## src/hw/calcPkg.sv

```systemverilog
package calcPkg;

	// number format, sign in the top bit
	localparam int NumWidth = 21; // sign plus magnitude
	localparam int MagWidth = 20; // enough for 999999
	localparam int MaxMagnitude = 999999; // six decimal digits
	localparam int MaxFactorialArg = 9; // 10! no longer fits

	// display geometry
	localparam int DigitCount = 6;
	localparam int SegWidth = 7;
	localparam int DisplayWidth = DigitCount * SegWidth; // digit k at bits 7k+6..7k
	localparam int LedCount = 10;

	// opcodes, unary ones sit at the top
	localparam logic [3:0] OpAdd = 4'd0;
	localparam logic [3:0] OpSub = 4'd1;
	localparam logic [3:0] OpMul = 4'd2;
	localparam logic [3:0] OpDiv = 4'd3;
	localparam logic [3:0] OpFactorial = 4'd4;
	localparam int OpCount = 5;
	localparam logic [3:0] FirstUnaryOp = 4'd4; // factorial and above skip operand b

	// what the display is showing
	localparam logic [2:0] ModeReset = 3'd0;
	localparam logic [2:0] ModeEntry = 3'd1;
	localparam logic [2:0] ModeOperation = 3'd2;
	localparam logic [2:0] ModeAnswer = 3'd3;
	localparam logic [2:0] ModeError = 3'd4;

	// confirm sequence
	localparam logic [1:0] StepClear = 2'd0;
	localparam logic [1:0] StepFirst = 2'd1;
	localparam logic [1:0] StepOperation = 2'd2;
	localparam logic [1:0] StepSecond = 2'd3;

	// segment patterns, active low
	localparam logic [SegWidth-1:0] SegBlank = 7'b1111111;
	localparam logic [SegWidth-1:0] SegA = 7'b0001000; // capital A
	localparam logic [SegWidth-1:0] SegALow = 7'b0000010; // small a
	localparam logic [SegWidth-1:0] SegB = 7'b1100000;
	localparam logic [SegWidth-1:0] SegC = 7'b1110010;
	localparam logic [SegWidth-1:0] SegD = 7'b1000010;
	localparam logic [SegWidth-1:0] SegE = 7'b0110000;
	localparam logic [SegWidth-1:0] SegF = 7'b0111000;
	localparam logic [SegWidth-1:0] SegI = 7'b1111001;
	localparam logic [SegWidth-1:0] SegL = 7'b1001111;
	localparam logic [SegWidth-1:0] SegM = 7'b0001001; // half of an M, used twice
	localparam logic [SegWidth-1:0] SegO = 7'b0000001;
	localparam logic [SegWidth-1:0] SegR = 7'b0011001;
	localparam logic [SegWidth-1:0] SegS = 7'b0100100;
	localparam logic [SegWidth-1:0] SegT = 7'b1110000;
	localparam logic [SegWidth-1:0] SegU = 7'b1100011;
	localparam logic [SegWidth-1:0] SegV = 7'b1000001;

	// decimal digits, index is the digit value
	localparam logic [9:0][SegWidth-1:0] DigitSegments = {
		7'b0000100, // 9
		7'b0000000, // 8
		7'b0001111, // 7
		7'b0100000, // 6
		7'b0100100, // 5
		7'b1001100, // 4
		7'b0000110, // 3
		7'b0010010, // 2
		7'b1001111, // 1
		7'b0000001 // 0
	};

	// leftmost digit first in each word
	localparam logic [DisplayWidth-1:0] ResetWord = {SegR, SegE, SegS, SegE, SegT, SegBlank};
	localparam logic [DisplayWidth-1:0] ErrorWord = {SegE, SegR, SegR, SegO, SegR, SegBlank};

	localparam logic [OpCount-1:0][DisplayWidth-1:0] OpWords = {
		{SegF, SegALow, SegC, SegT, SegBlank, SegBlank}, // factorial
		{SegD, SegI, SegV, SegBlank, SegBlank, SegBlank}, // divide
		{SegM, SegM, SegU, SegL, SegT, SegBlank}, // multiply
		{SegS, SegU, SegB, SegBlank, SegBlank, SegBlank}, // subtract
		{SegA, SegD, SegD, SegBlank, SegBlank, SegBlank} // add
	};

endpackage

```

## src/hw/entryDecoder.sv

```systemverilog
`timescale 1ns/10ps

module entryDecoder
(
	input logic CLOCK,
	input logic reset,
	input logic confirmStrobe,
	input logic stepStrobe,
	input logic [calcPkg::DigitCount-1:0] digitSelect, // bit k steps digit k
	input logic negativeSwitch,
	input logic resultStrobe,
	input logic [calcPkg::NumWidth-1:0] resultValue,
	input logic resultError,
	output logic executeStrobe,
	output logic [3:0] operation,
	output logic [calcPkg::NumWidth-1:0] operandA,
	output logic [calcPkg::NumWidth-1:0] operandB,
	output logic [calcPkg::DigitCount*4-1:0] entryDigits, // six bcd digits
	output logic entryNegative,
	output logic [2:0] displayMode
);

	logic [1:0] step; // where we are in the confirm sequence
	logic errorFlag; // sticky until reset
	logic answerChained; // operandA already holds the last answer
	logic [calcPkg::MagWidth-1:0] packedMag; // entry digits as binary
	logic [calcPkg::NumWidth-1:0] packedValue;
	logic strobeSeen;
	logic actAsConfirm;

	// bcd digits to binary, most significant first
	always_comb
	begin
		packedMag = '0;
		for (int k = calcPkg::DigitCount - 1; k >= 0; k--)
		begin
			packedMag = calcPkg::MagWidth'(packedMag * 10) // shift one decade
				+ calcPkg::MagWidth'(entryDigits[4*k +: 4]);
		end
	end

	// minus zero folds to plus zero
	assign packedValue = {entryNegative && (packedMag != '0), packedMag};

	assign strobeSeen = !errorFlag && (confirmStrobe || stepStrobe); // error blocks both
	assign actAsConfirm = confirmStrobe || (step == calcPkg::StepClear); // confirm wins

	always_ff @(posedge CLOCK)
	begin
		if (reset)
		begin
			step <= calcPkg::StepClear;
			errorFlag <= 1'b0;
			answerChained <= 1'b0;
			executeStrobe <= 1'b0;
			displayMode <= calcPkg::ModeReset;
		end
		else
		begin
			executeStrobe <= 1'b0; // one cycle only
			if (resultStrobe)
			begin
				if (resultError)
				begin
					errorFlag <= 1'b1;
					displayMode <= calcPkg::ModeError;
				end
				else
				begin
					operandA <= resultValue; // answer feeds the next round
					answerChained <= 1'b1;
					displayMode <= calcPkg::ModeAnswer;
				end
			end
			else if (strobeSeen && actAsConfirm)
			begin
				case (step)
					calcPkg::StepClear:
					begin
						entryDigits <= '0;
						entryNegative <= 1'b0;
						operation <= calcPkg::OpAdd;
						operandA <= '0;
						operandB <= '0;
						answerChained <= 1'b0;
						step <= calcPkg::StepFirst;
						displayMode <= calcPkg::ModeEntry; // six zeros
					end
					calcPkg::StepFirst:
					begin
						if (!answerChained)
							operandA <= packedValue; // else keep the answer
						entryDigits <= '0;
						entryNegative <= 1'b0;
						step <= calcPkg::StepOperation;
						displayMode <= calcPkg::ModeOperation;
					end
					calcPkg::StepOperation:
					begin
						if (operation >= calcPkg::FirstUnaryOp)
						begin
							executeStrobe <= 1'b1; // no second operand needed
							step <= calcPkg::StepFirst;
						end
						else
						begin
							step <= calcPkg::StepSecond;
							displayMode <= calcPkg::ModeEntry;
						end
					end
					default: // StepSecond
					begin
						operandB <= packedValue;
						entryDigits <= '0;
						entryNegative <= 1'b0;
						executeStrobe <= 1'b1;
						step <= calcPkg::StepFirst;
					end
				endcase
			end
			else if (strobeSeen)
			begin
				if (step == calcPkg::StepOperation)
				begin
					// cycle through the opcodes
					if (operation == 4'(calcPkg::OpCount - 1))
						operation <= calcPkg::OpAdd;
					else
						operation <= operation + 4'd1;
				end
				else
				begin
					for (int k = 0; k < calcPkg::DigitCount; k++)
					begin
						if (digitSelect[k])
							entryDigits[4*k +: 4] <= (entryDigits[4*k +: 4] == 4'd9) ? 4'd0
								: entryDigits[4*k +: 4] + 4'd1; // mod 10
					end
					entryNegative <= negativeSwitch;
					answerChained <= 1'b0; // user is typing a fresh number
					displayMode <= calcPkg::ModeEntry;
				end
			end
		end
	end

endmodule

```

## config.mk

```make
export PLATFORM = sky130hd
export DESIGN_NAME = entryDecoder
export DESIGN_NICKNAME = d
export VERILOG_FILES = /design/src/hw/calcPkg.sv /design/src/hw/entryDecoder.sv
export SDC_FILE = /design/constraint.sdc
export NUM_CORES = 1
export LEC_CHECK = 0
export BUFFER_PORTS_ARGS = -buffer_cell sky130_fd_sc_hd__buf_4
export CAP_MARGIN = 20
export CORE_MARGIN = 10
export CORE_UTILIZATION = 50
export DETAILED_ROUTE_END_ITERATION = 12
export GPL_ROUTABILITY_DRIVEN = 0
export PLACE_DENSITY = 0.77
export RECOVER_POWER = 100
export SLEW_MARGIN = 20
export SYNTH_ARGS = -nofsm -noshare
export SYNTH_HDL_FRONTEND = slang
export SYNTH_SLANG_ARGS = --single-unit
```

## constraint.sdc

```tcl
create_clock -name CLOCK -period 13.3 [get_ports CLOCK]
set_clock_uncertainty 0.2 [all_clocks]
set_input_delay 1.33 -clock CLOCK [delete_from_list [all_inputs] [get_ports CLOCK]]
set_output_delay 1.33 -clock CLOCK [all_outputs]
set_load 0.05 [all_outputs]
```

==> run_results.csv <==
group,metric,value,unit
timing,fmax,92.2,MHz
placed_design,post-dp-hpwl,14.6,mm
route,dr.pass1.iters,5,
yosys,async_flop_share,0,
critical_path,critPathTopFamily,"adder cells",
critical_path,cp_data_arrival_time,10.82,ns
yosys,synth_cells,881,
floorplan,die_area,21900,um^2
clock_network,insertion_delay,0.34,ns
run,cap_viol_max_count,1,
floorplan,die_w,148,um
route,wl_per_cell,15.0,um
grt,grt_pass1_wl,30.7,mm
placed_design,port_buffers,108,
timing,tightest_slew,1.78,ns
timing,period_needed,10.85,ns
min_path,hp-class,"register to register",
yosys,syn_nets,1060,
yosys,yosys-top-cells-area,"edfxtp_1 (26%), ha_1 (21%), xnor2_1 (7.1%)",
critical_path,criticalPathCategory,"register to register",
critical_path,startpoint_type,"register",
route,finalWirelength,18.1,mm
yosys,synth_top_area_cell,"edfxtp_1",
route,antenna_left,0,
clock_network,cts_buffer_depth,2,
clock_network,cts_tree,"yes",
yosys,syn_area_per_cell,9.28,um^2
floorplan,die_h,148,um
finish,final_common_cell,"ha_1",
critical_path,endpoint_kind,"register",
clock_network,clk_pin_slew,0.06,ns
route,drtIter0Drc,332,
yosys,synth_edf_count,71,
clock_network,cts_buffers,9,
floorplan,pin_count,109,
clock_network,hold_buffers,0,
timing,hold_violations,0,
clock_network,htreeDepth,3,
run_status,outcome,"finished with violations",
timing,tns,0,ns
critical_path,worstPathRequired,13.27,ns
finish,nets,1163,
grt,grt.total_usage,0.164,
route,vias,6645,
finish,mostFrequentLayoutCells,"ha_1 (135), nor2_1 (79), clkbuf_1 (78)",
timing,slew_violations,22,
finish,drive_gt1_frac,0.0647,
grt,grt_overflow_total,0,
timing,rsz0062_at_grt,"no",
critical_path,critPathMaxFanout,9,
grt,antenna_found_initial,0,
yosys,syn_area,8170,um^2
yosys,synth.distinct_cells,72,
grt,first_global_vias,6562,
clock_network,clockRootBuffer,"clkbuf_16",
yosys,synth-main-ff-cell,"edfxtp_1",
critical_path,max_stage_delay,0.53,ns
route,drcViolationCount,0,
critical_path,critPathSlowestCell,"edfxtp_1",
run_status,violations,"capacitance limit, slew limit",
yosys,ys_warn_count,0,
timing,finalHoldWorstSlack,0.289,ns
clock_network,postCtsSetupRepairBufs,0,
critical_path,cpMostUsedCell,"ha_1",
finish,antenna_cells,0,
yosys,seq_area_frac_synth,0.281,
clock_network,cts_sinks,79,
timing,relSlewSlack,-0.189,
finish,area_growth,12.5,%
floorplan,initial_utilization,0.513,
yosys,yosys.area.top_type_share,0.261,
yosys,ys_seq_elements,79,
timing,setup_viol,0,
clock_network,cts_resized,0,
timing,fin_crit_sh,0.815,
route,viasPerCell,5.51,
floorplan,num_rows,46,
critical_path,worst-path-buf-inv,3,
grt,grt_max_degree,35,
floorplan,core_area,15900,um^2
[final cells by class]
cell class	instances	area, um^2
fillers	1520	6750
flip-flops and latches	79	2290
repair buffers	110	533
inverters	58	218
clock inverters	7	95.1
clock buffers	9	225
multi-input cells	726	5560
well taps	216	270
[worst min-delay path: cells and delay by family (launching register included)]
family	cells	cell delay [ns]
AOI/OAI and AO/OA	1	0.06
DFF	1	0.33
and+or+nand+nor	1	0.06
[routing by layer]
layer	GRT usage	up-vias	wire, um
met4	0.0273	0	133
met2	0.289	123	8850
li1	-	3393	-
met5	0	-	0
met1	0.200	3115	8210
met3	0.0403	14	847
[registers in the layout, indices dropped and copies added, names as in the netlist]
register,count
step,2
answerChained,1
displayMode,3
entryNegative,1
entryDigits,24
operandB,21
errorFlag,1
executeStrobe,1
operandA,21
operation,4
[Yosys cell counts, drive strengths merged (3+ instances only)]
library cell,number
nor3b,15
nand2b,8
clkbuf,17
o21a,18
inv,58
edfxtp,71
ha,135
mux2i,4
or3,6
o21ai,52
a2111oi,4
a211oi,13
nor2,79
o21bai,8
a21o,20
nand2,60
nand3b,4
xnor2,66
nor2b,22
nor4,6
and3,9
nand4,7
mux2,7
nor4b,3
dfxtp,8
nor3,22
o211ai,4
or2,6
and2,5
xor2,30
a21oi,49
fa,10
a22o,3
nand3,17
o22ai,3
[stage by stage]
stage	setup WS, ns	cells	utilization	cell area, um^2
CTS	2.58	1205	0.597	9520
global route	1.53	1205	0.577	9190
detailed placement	2.65	1189	0.577	9200
global placement	2.91	1189	0.577	9200
floorplan	3.18	881	-	8170
finish	2.45	1205	0.577	9190
[cell families after synthesis]
kind of cell    after synthesis  synth area share
flops                        79             0.281
xor+xnor                     98             0.108
mux                          11            0.0145
fa+ha+maj                   145             0.231
buf+inv                      76            0.0354
other cells                   1          0.000459
compound gates              192             0.153
simple gates                279             0.176
[final timing paths]
| kind | startpoint | endpoint | slack (ns) | cells past startpoint |
|---|---|---|---|---|
| setup / recovery | entryDigits[23] | operandB[20] | 2.45 | 40 |
| hold / removal | displayMode[0] | displayMode[0] | 0.29 | 2 |
| setup reg to reg | entryDigits[23] | operandB[20] | 2.45 | 40 |
| hold reg to reg | displayMode[0] | displayMode[0] | 0.29 | 2 |
Power is left out: the tool's default activity adds up to more than one toggle a clock period on the data nets, which glitch-free logic cannot reach.
