### config.mk
export PLATFORM = sky130hd
export DESIGN_NAME = segmentDisplay
export DESIGN_NICKNAME = d
export VERILOG_FILES = /design/src/hw/calcPkg.sv /design/src/hw/segmentDisplay.sv
export SDC_FILE = /design/constraint.sdc
export NUM_CORES = 1
export LEC_CHECK = 0
export BUFFER_PORTS_ARGS = -buffer_cell sky130_fd_sc_hd__buf_4
export CAP_MARGIN = 20
export CORE_ASPECT_RATIO = 2
export CORE_MARGIN = 4
export CORE_UTILIZATION = 60
export DETAILED_ROUTE_END_ITERATION = 6
export PLACE_DENSITY = 0.85
export SYNTH_ARGS = -nofsm -noshare
export SYNTH_HDL_FRONTEND = slang
export SYNTH_SLANG_ARGS = --single-unit
### constraint.sdc
create_clock -name CLOCK -period 23 [get_ports CLOCK]
set_input_delay 2.3 -clock CLOCK [delete_from_list [all_inputs] [get_ports CLOCK]]
set_output_delay 2.3 -clock CLOCK [all_outputs]
set_load 0.01 [all_outputs]
### src/hw/calcPkg.sv
package calcPkg;

	// number format, sign in the top bit
	localparam int NumWidth = 21; // sign plus magnitude
	localparam int MagWidth = 20; // enough for 999999
	localparam int MaxMagnitude = 999999; // six decimal digits
	localparam int MaxFactorialArg = 9; // 10! no longer fits

	// display geometry
	localparam int DigitCount = 6;
	localparam int SegWidth = 7;
	localparam int DisplayWidth = DigitCount * SegWidth; // digit k at bits 7k+6..7k
	localparam int LedCount = 10;

	// opcodes, unary ones sit at the top
	localparam logic [3:0] OpAdd = 4'd0;
	localparam logic [3:0] OpSub = 4'd1;
	localparam logic [3:0] OpMul = 4'd2;
	localparam logic [3:0] OpDiv = 4'd3;
	localparam logic [3:0] OpFactorial = 4'd4;
	localparam int OpCount = 5;
	localparam logic [3:0] FirstUnaryOp = 4'd4; // factorial and above skip operand b

	// what the display is showing
	localparam logic [2:0] ModeReset = 3'd0;
	localparam logic [2:0] ModeEntry = 3'd1;
	localparam logic [2:0] ModeOperation = 3'd2;
	localparam logic [2:0] ModeAnswer = 3'd3;
	localparam logic [2:0] ModeError = 3'd4;

	// confirm sequence
	localparam logic [1:0] StepClear = 2'd0;
	localparam logic [1:0] StepFirst = 2'd1;
	localparam logic [1:0] StepOperation = 2'd2;
	localparam logic [1:0] StepSecond = 2'd3;

	// segment patterns, active low
	localparam logic [SegWidth-1:0] SegBlank = 7'b1111111;
	localparam logic [SegWidth-1:0] SegA = 7'b0001000; // capital A
	localparam logic [SegWidth-1:0] SegALow = 7'b0000010; // small a
	localparam logic [SegWidth-1:0] SegB = 7'b1100000;
	localparam logic [SegWidth-1:0] SegC = 7'b1110010;
	localparam logic [SegWidth-1:0] SegD = 7'b1000010;
	localparam logic [SegWidth-1:0] SegE = 7'b0110000;
	localparam logic [SegWidth-1:0] SegF = 7'b0111000;
	localparam logic [SegWidth-1:0] SegI = 7'b1111001;
	localparam logic [SegWidth-1:0] SegL = 7'b1001111;
	localparam logic [SegWidth-1:0] SegM = 7'b0001001; // half of an M, used twice
	localparam logic [SegWidth-1:0] SegO = 7'b0000001;
	localparam logic [SegWidth-1:0] SegR = 7'b0011001;
	localparam logic [SegWidth-1:0] SegS = 7'b0100100;
	localparam logic [SegWidth-1:0] SegT = 7'b1110000;
	localparam logic [SegWidth-1:0] SegU = 7'b1100011;
	localparam logic [SegWidth-1:0] SegV = 7'b1000001;

	// decimal digits, index is the digit value
	localparam logic [9:0][SegWidth-1:0] DigitSegments = {
		7'b0000100, // 9
		7'b0000000, // 8
		7'b0001111, // 7
		7'b0100000, // 6
		7'b0100100, // 5
		7'b1001100, // 4
		7'b0000110, // 3
		7'b0010010, // 2
		7'b1001111, // 1
		7'b0000001 // 0
	};

	// leftmost digit first in each word
	localparam logic [DisplayWidth-1:0] ResetWord = {SegR, SegE, SegS, SegE, SegT, SegBlank};
	localparam logic [DisplayWidth-1:0] ErrorWord = {SegE, SegR, SegR, SegO, SegR, SegBlank};

	localparam logic [OpCount-1:0][DisplayWidth-1:0] OpWords = {
		{SegF, SegALow, SegC, SegT, SegBlank, SegBlank}, // factorial
		{SegD, SegI, SegV, SegBlank, SegBlank, SegBlank}, // divide
		{SegM, SegM, SegU, SegL, SegT, SegBlank}, // multiply
		{SegS, SegU, SegB, SegBlank, SegBlank, SegBlank}, // subtract
		{SegA, SegD, SegD, SegBlank, SegBlank, SegBlank} // add
	};

endpackage

### src/hw/segmentDisplay.sv
`timescale 1ns/10ps

module segmentDisplay
(
	input logic CLOCK,
	input logic reset,
	input logic [2:0] displayMode,
	input logic [calcPkg::DigitCount*4-1:0] entryDigits,
	input logic entryNegative,
	input logic [3:0] operation,
	input logic resultStrobe,
	input logic [calcPkg::NumWidth-1:0] resultValue,
	output logic [calcPkg::DisplayWidth-1:0] displays, // active low
	output logic [calcPkg::LedCount-1:0] leds
);

	logic [calcPkg::NumWidth-1:0] answerValue; // last answer in sign-magnitude
	logic [calcPkg::DigitCount-1:0][3:0] answerDigits;
	logic [calcPkg::MagWidth-1:0] remaining; // divide-down scratch
	logic [calcPkg::DisplayWidth-1:0] entryWord;
	logic [calcPkg::DisplayWidth-1:0] answerWord;
	logic [calcPkg::DisplayWidth-1:0] operationWord;
	logic [calcPkg::DisplayWidth-1:0] nextDisplays;
	logic showNegative;

	// one bcd digit to its pattern
	function automatic logic [calcPkg::SegWidth-1:0] segOf(input logic [3:0] digit);
		if (digit > 4'd9)
			return calcPkg::SegBlank; // not a decimal digit
		return calcPkg::DigitSegments[digit];
	endfunction

	always_ff @(posedge CLOCK)
	begin
		if (resultStrobe)
			answerValue <= resultValue;
	end

	// answer magnitude split into decades from the units up
	always_comb
	begin
		remaining = answerValue[calcPkg::MagWidth-1:0];
		for (int k = 0; k < calcPkg::DigitCount; k++)
		begin
			answerDigits[k] = 4'(remaining % 10);
			remaining = calcPkg::MagWidth'(remaining / 10);
		end
	end

	always_comb
	begin
		for (int k = 0; k < calcPkg::DigitCount; k++)
		begin
			entryWord[calcPkg::SegWidth*k +: calcPkg::SegWidth] = segOf(entryDigits[4*k +: 4]);
			answerWord[calcPkg::SegWidth*k +: calcPkg::SegWidth] = segOf(answerDigits[k]);
		end
	end

	// mnemonic for the selected opcode
	assign operationWord = (operation < 4'(calcPkg::OpCount)) ? calcPkg::OpWords[operation]
		: {calcPkg::DigitCount{calcPkg::SegBlank}};

	always_comb
	begin
		case (displayMode)
			calcPkg::ModeEntry: nextDisplays = entryWord;
			calcPkg::ModeOperation: nextDisplays = operationWord;
			calcPkg::ModeAnswer: nextDisplays = answerWord;
			calcPkg::ModeError: nextDisplays = calcPkg::ErrorWord;
			default: nextDisplays = calcPkg::ResetWord;
		endcase
	end

	// sign leds follow whichever number is on show
	assign showNegative = (displayMode == calcPkg::ModeEntry && entryNegative)
		|| (displayMode == calcPkg::ModeAnswer && answerValue[calcPkg::NumWidth-1]);

	always_ff @(posedge CLOCK)
	begin
		if (reset)
		begin
			displays <= calcPkg::ResetWord;
			leds <= '0;
		end
		else
		begin
			displays <= nextDisplays;
			leds <= showNegative ? '1 : '0; // all or nothing
		end
	end

endmodule

==> qor.txt <==
SYNTH
----------------------------------------------------------------------------------
Number of storage elements in the synthesis netlist                             64
Number of nets in the synthesized netlist                                    2,066
Most frequent cell after synthesis                                    sky130_fd_sc_hd__a21oi_1
Most common library cells after synthesis                             sky130_fd_sc_hd__a21oi_1, sky130_fd_sc_hd__nor2_1, sky130_fd_sc_hd__nand2_1, sky130_fd_sc_hd__o21ai_0, sky130_fd_sc_hd__inv_1
Post-synth design cell area                                           13,400 sq um
Fraction of synthesized cell area taken by the top area cell type            7.84%
Avg Synthesized Cell Area                                               6.96 sq um
Number of enable-type register cells in the synthesized netlist                 21
Sequential-to-total area share from yosys stat                               11.1%
Most instantiated flip-flop cell in the synthesis netlist             sky130_fd_sc_hd__dfxtp_1
Post-Syn Instances                                                           1,926
Synth top area cells                                                  sky130_fd_sc_hd__ha_1, sky130_fd_sc_hd__a21oi_1, sky130_fd_sc_hd__dfxtp_1
Warnings, synthesis                                                              0
Largest area contributor in the synthesized netlist                   sky130_fd_sc_hd__ha_1
Share of flip-flops with an asynchronous set or reset                           0%
Distinct cell type count after synthesis                                       128

DRT
----------------------------------------------------------------------------------
Post-route DRC                                                                   0
Number of DRC violations after detailed-routing iteration 0                  1,938
Average wire length per cell after detail routing                     20.0 microns
Remaining number of nets flagged by the antenna check after routing              0
Drt first pass iters                                                             6
Wire length after detailed routing                                    44,300 microns
Detailed-route via count                                                    15,832
Routed via count divided by cell count                                        7.15

CRITICAL PATH
----------------------------------------------------------------------------------
Worst reg2reg path depth                                                        40
Critical setup path kind                                              flop to flop
Element type at the critical path end                                         flop
Number of buffers and inverters on the critical path                             2
Critical path data required time                                          23.28 ns
Data arrival, critical path                                               13.84 ns
Register-to-register path setup slack                                      9.44 ns
Worst R2R Start                                                       answerValue[15]
End of the worst register-to-register path                            displays[30]
Largest incremental delay on the critical path                             0.87 ns
Worst setup endpoint                                                  displays[30]
Critical path launch point type                                               flop
Startpoint of the worst setup timing path                             answerValue[15]
Largest fanout on the critical path                                             28
Total stage count of the critical path                                          40
Kind of cell adding the most delay to the critical path               compound AO/OA/AOI/OAI gates
Cell type of the slowest stage on the worst timing path               sky130_fd_sc_hd__edfxtp_1

TIMING
----------------------------------------------------------------------------------
Total of endpoints with negative setup slack in the final report                 0
Worst hold slack                                                          0.620 ns
Max Fclk                                                                0.0737 GHz
Max-slew violations                                                              0
Final hold viol count                                                            0
Headroom to the max-slew limit                                               22.3%
Accumulated negative setup slack                                              0 ns
Worst Tran Pin Value                                                       1.17 ns
Final cycle utilization of the critical path                                 59.0%
Time the final worst path needs with I/O delays and setup                 13.56 ns
Setup skew after layout                                                  0.0201 ns
RSZ-0062 raised after global routing                                         false

CLOCK NETWORK
----------------------------------------------------------------------------------
Longest Clk Path Bufs                                                            2
TritonCTS clock tree                                                         built
Clock Sink Count                                                                64
Clock slew seen by the registers of the worst setup and hold paths         0.06 ns
Post-CTS resize count                                                            0
Clock buffer count from CTS                                                      9
Master cell of the clock root buffer                                  sky130_fd_sc_hd__clkbuf_16
CTS hold repair buffers                                                          0
Post-CTS setup buffer count                                                      0
Clock latency on the worst-skew pair                                       0.37 ns
Maximum level of the CTS H-tree                                                  3

CELLS AND AREA
----------------------------------------------------------------------------------
Layout-stage area growth over the synthesis result                           7.29%
Post-route non-filler standard cell count                                    2,213
Ratio of cells with drive above 1 in the final layout                        13.2%
Number of nets in the layout                                                 2,072
Antenna cell count                                                               0

GLOBAL ROUTING
----------------------------------------------------------------------------------
Global-route wire length before repair                                71,300 microns
Initial antenna violation count                                                  0
Total congestion overflow after global routing                                   0
Via count of the first global-routing pass                                  15,403
Largest net degree at the start of global routing                               39
Overall global routing resource usage                                        34.3%

WORST HOLD PATH
----------------------------------------------------------------------------------
Worst hold-check path type                                            flop to flop
Hold path startpoint                                                  answerValue[20]

DIE
----------------------------------------------------------------------------------
CORE AREA                                                             22,100 sq um
Total Die Area                                                        25,000 sq um
Initial cell density of the core                                             60.8%
Die Width                                                              114 microns
Total I/O pin count                                                            108
Height of the die                                                      219 microns
Std-Cell Rows                                                                   77

PLACED DESIGN
----------------------------------------------------------------------------------
Routability congestion estimate                                              0.990
Total placed cells including tap cells                                       2,196
Dpl hpwl                                                              33,900 microns
Port Buf Inserts                                                               107

JOB
----------------------------------------------------------------------------------
Max_cap viols                                                                    0

RUN STATUS
----------------------------------------------------------------------------------
Run status                                                            finished, final reports clean

## layout by cell type (no fill, tap or decap), types with 10 or more instances in the layout
cell and count:
sky130_fd_sc_hd__a21oi_1 174, sky130_fd_sc_hd__nor2_1 172, sky130_fd_sc_hd__nand2_1 161, sky130_fd_sc_hd__o21ai_0 126, sky130_fd_sc_hd__buf_4 121, sky130_fd_sc_hd__inv_1 89, sky130_fd_sc_hd__ha_1 84, sky130_fd_sc_hd__nor3_1 65
sky130_fd_sc_hd__nand3_1 64, sky130_fd_sc_hd__a31oi_1 44, sky130_fd_sc_hd__dfxtp_1 43, sky130_fd_sc_hd__xnor2_1 41, sky130_fd_sc_hd__o211ai_1 38, sky130_fd_sc_hd__nand4_1 28, sky130_fd_sc_hd__a211oi_1 28, sky130_fd_sc_hd__o21a_1 23
sky130_fd_sc_hd__nand2b_1 23, sky130_fd_sc_hd__a21o_1 23, sky130_fd_sc_hd__mux2i_1 23, sky130_fd_sc_hd__nor4_1 21, sky130_fd_sc_hd__edfxtp_1 21, sky130_fd_sc_hd__or3_1 20, sky130_fd_sc_hd__nor2b_1 20, sky130_fd_sc_hd__o2111ai_1 20
sky130_fd_sc_hd__o22ai_1 19, sky130_fd_sc_hd__o221ai_1 19, sky130_fd_sc_hd__o31ai_1 18, sky130_fd_sc_hd__and2_1 17, sky130_fd_sc_hd__and3_1 17, sky130_fd_sc_hd__o21ai_1 15, sky130_fd_sc_hd__or2_2 15, sky130_fd_sc_hd__a211o_1 15
sky130_fd_sc_hd__a311o_1 12, sky130_fd_sc_hd__a22oi_1 12, sky130_fd_sc_hd__o31a_1 11, sky130_fd_sc_hd__mux2_2 10, sky130_fd_sc_hd__a221oi_1 10
## flip-flops by register name (all words and copies together) (netlist names)
signal / count
answerValue: 21
displays: 42
leds: 1
## worst min path at each step
stage / endpoint / cells after the start
after global routing: leds[8] / 2
after floorplan: leds[8] / 2
final: leds[8] / 2
after global placement: leds[8] / 2
after CTS: leds[8] / 2
after detailed placement: leds[8] / 2
## logic make-up (layout without fill, tap and decap cells)
kind of cell / after synthesis / after routing / share of synthesized area [%]
buf+inv: 223 / 234 / 7.17
fa+ha+maj: 88 / 88 / 8.13
mux: 37 / 37 / 3.04
compound gates: 772 / 772 / 41.2
flops: 64 / 64 / 11.1
xor+xnor: 47 / 47 / 3.07
simple gates: 695 / 695 / 26.2
## through the flow
stage | setup WS [ns] | cell area (sq um) | util (%)
floorplan | 12.60 | 13400 | -
global placement | 10.25 | 14100 | 63.7
detailed placement | 9.77 | 14100 | 63.7
CTS | 9.69 | 14400 | 65.2
global route | 8.22 | 14400 | 65.2
finish | 9.44 | 14400 | 65.2
## worst register-to-register path, delay by kind of cell, from the launching register on
family	cells	cell delay, ns
AO/OA/AOI/OAI	19	6.15
AND/OR/NAND/NOR	12	3.74
XOR/XNOR	2	0.89
flip-flops	1	0.87
adder cells (fa/ha/maj)	3	0.81
multiplexers	2	0.71
buffers and inverters	2	0.32
## layout make-up
class	count	area, sq um
sequential	64	1490
multi-input combinational	1639	11000
tap	276	345
clock buffer	9	225
fill	2012	7670
clock inverter	7	96.3
inverter	96	360
timing repair buffer	122	913
## metal layers
| layer | GRT usage [%] | wire length, microns |
|---|---|---|
| met5 | 0 | 0 |
| met4 | 28.7 | 3800 |
| met3 | 6.07 | 2400 |
| met2 | 64.0 | 23300 |
| met1 | 31.3 | 14800 |
Power is left out: the tool's default activity adds up to more than one toggle a clock period on the data nets, which glitch-free logic cannot reach.
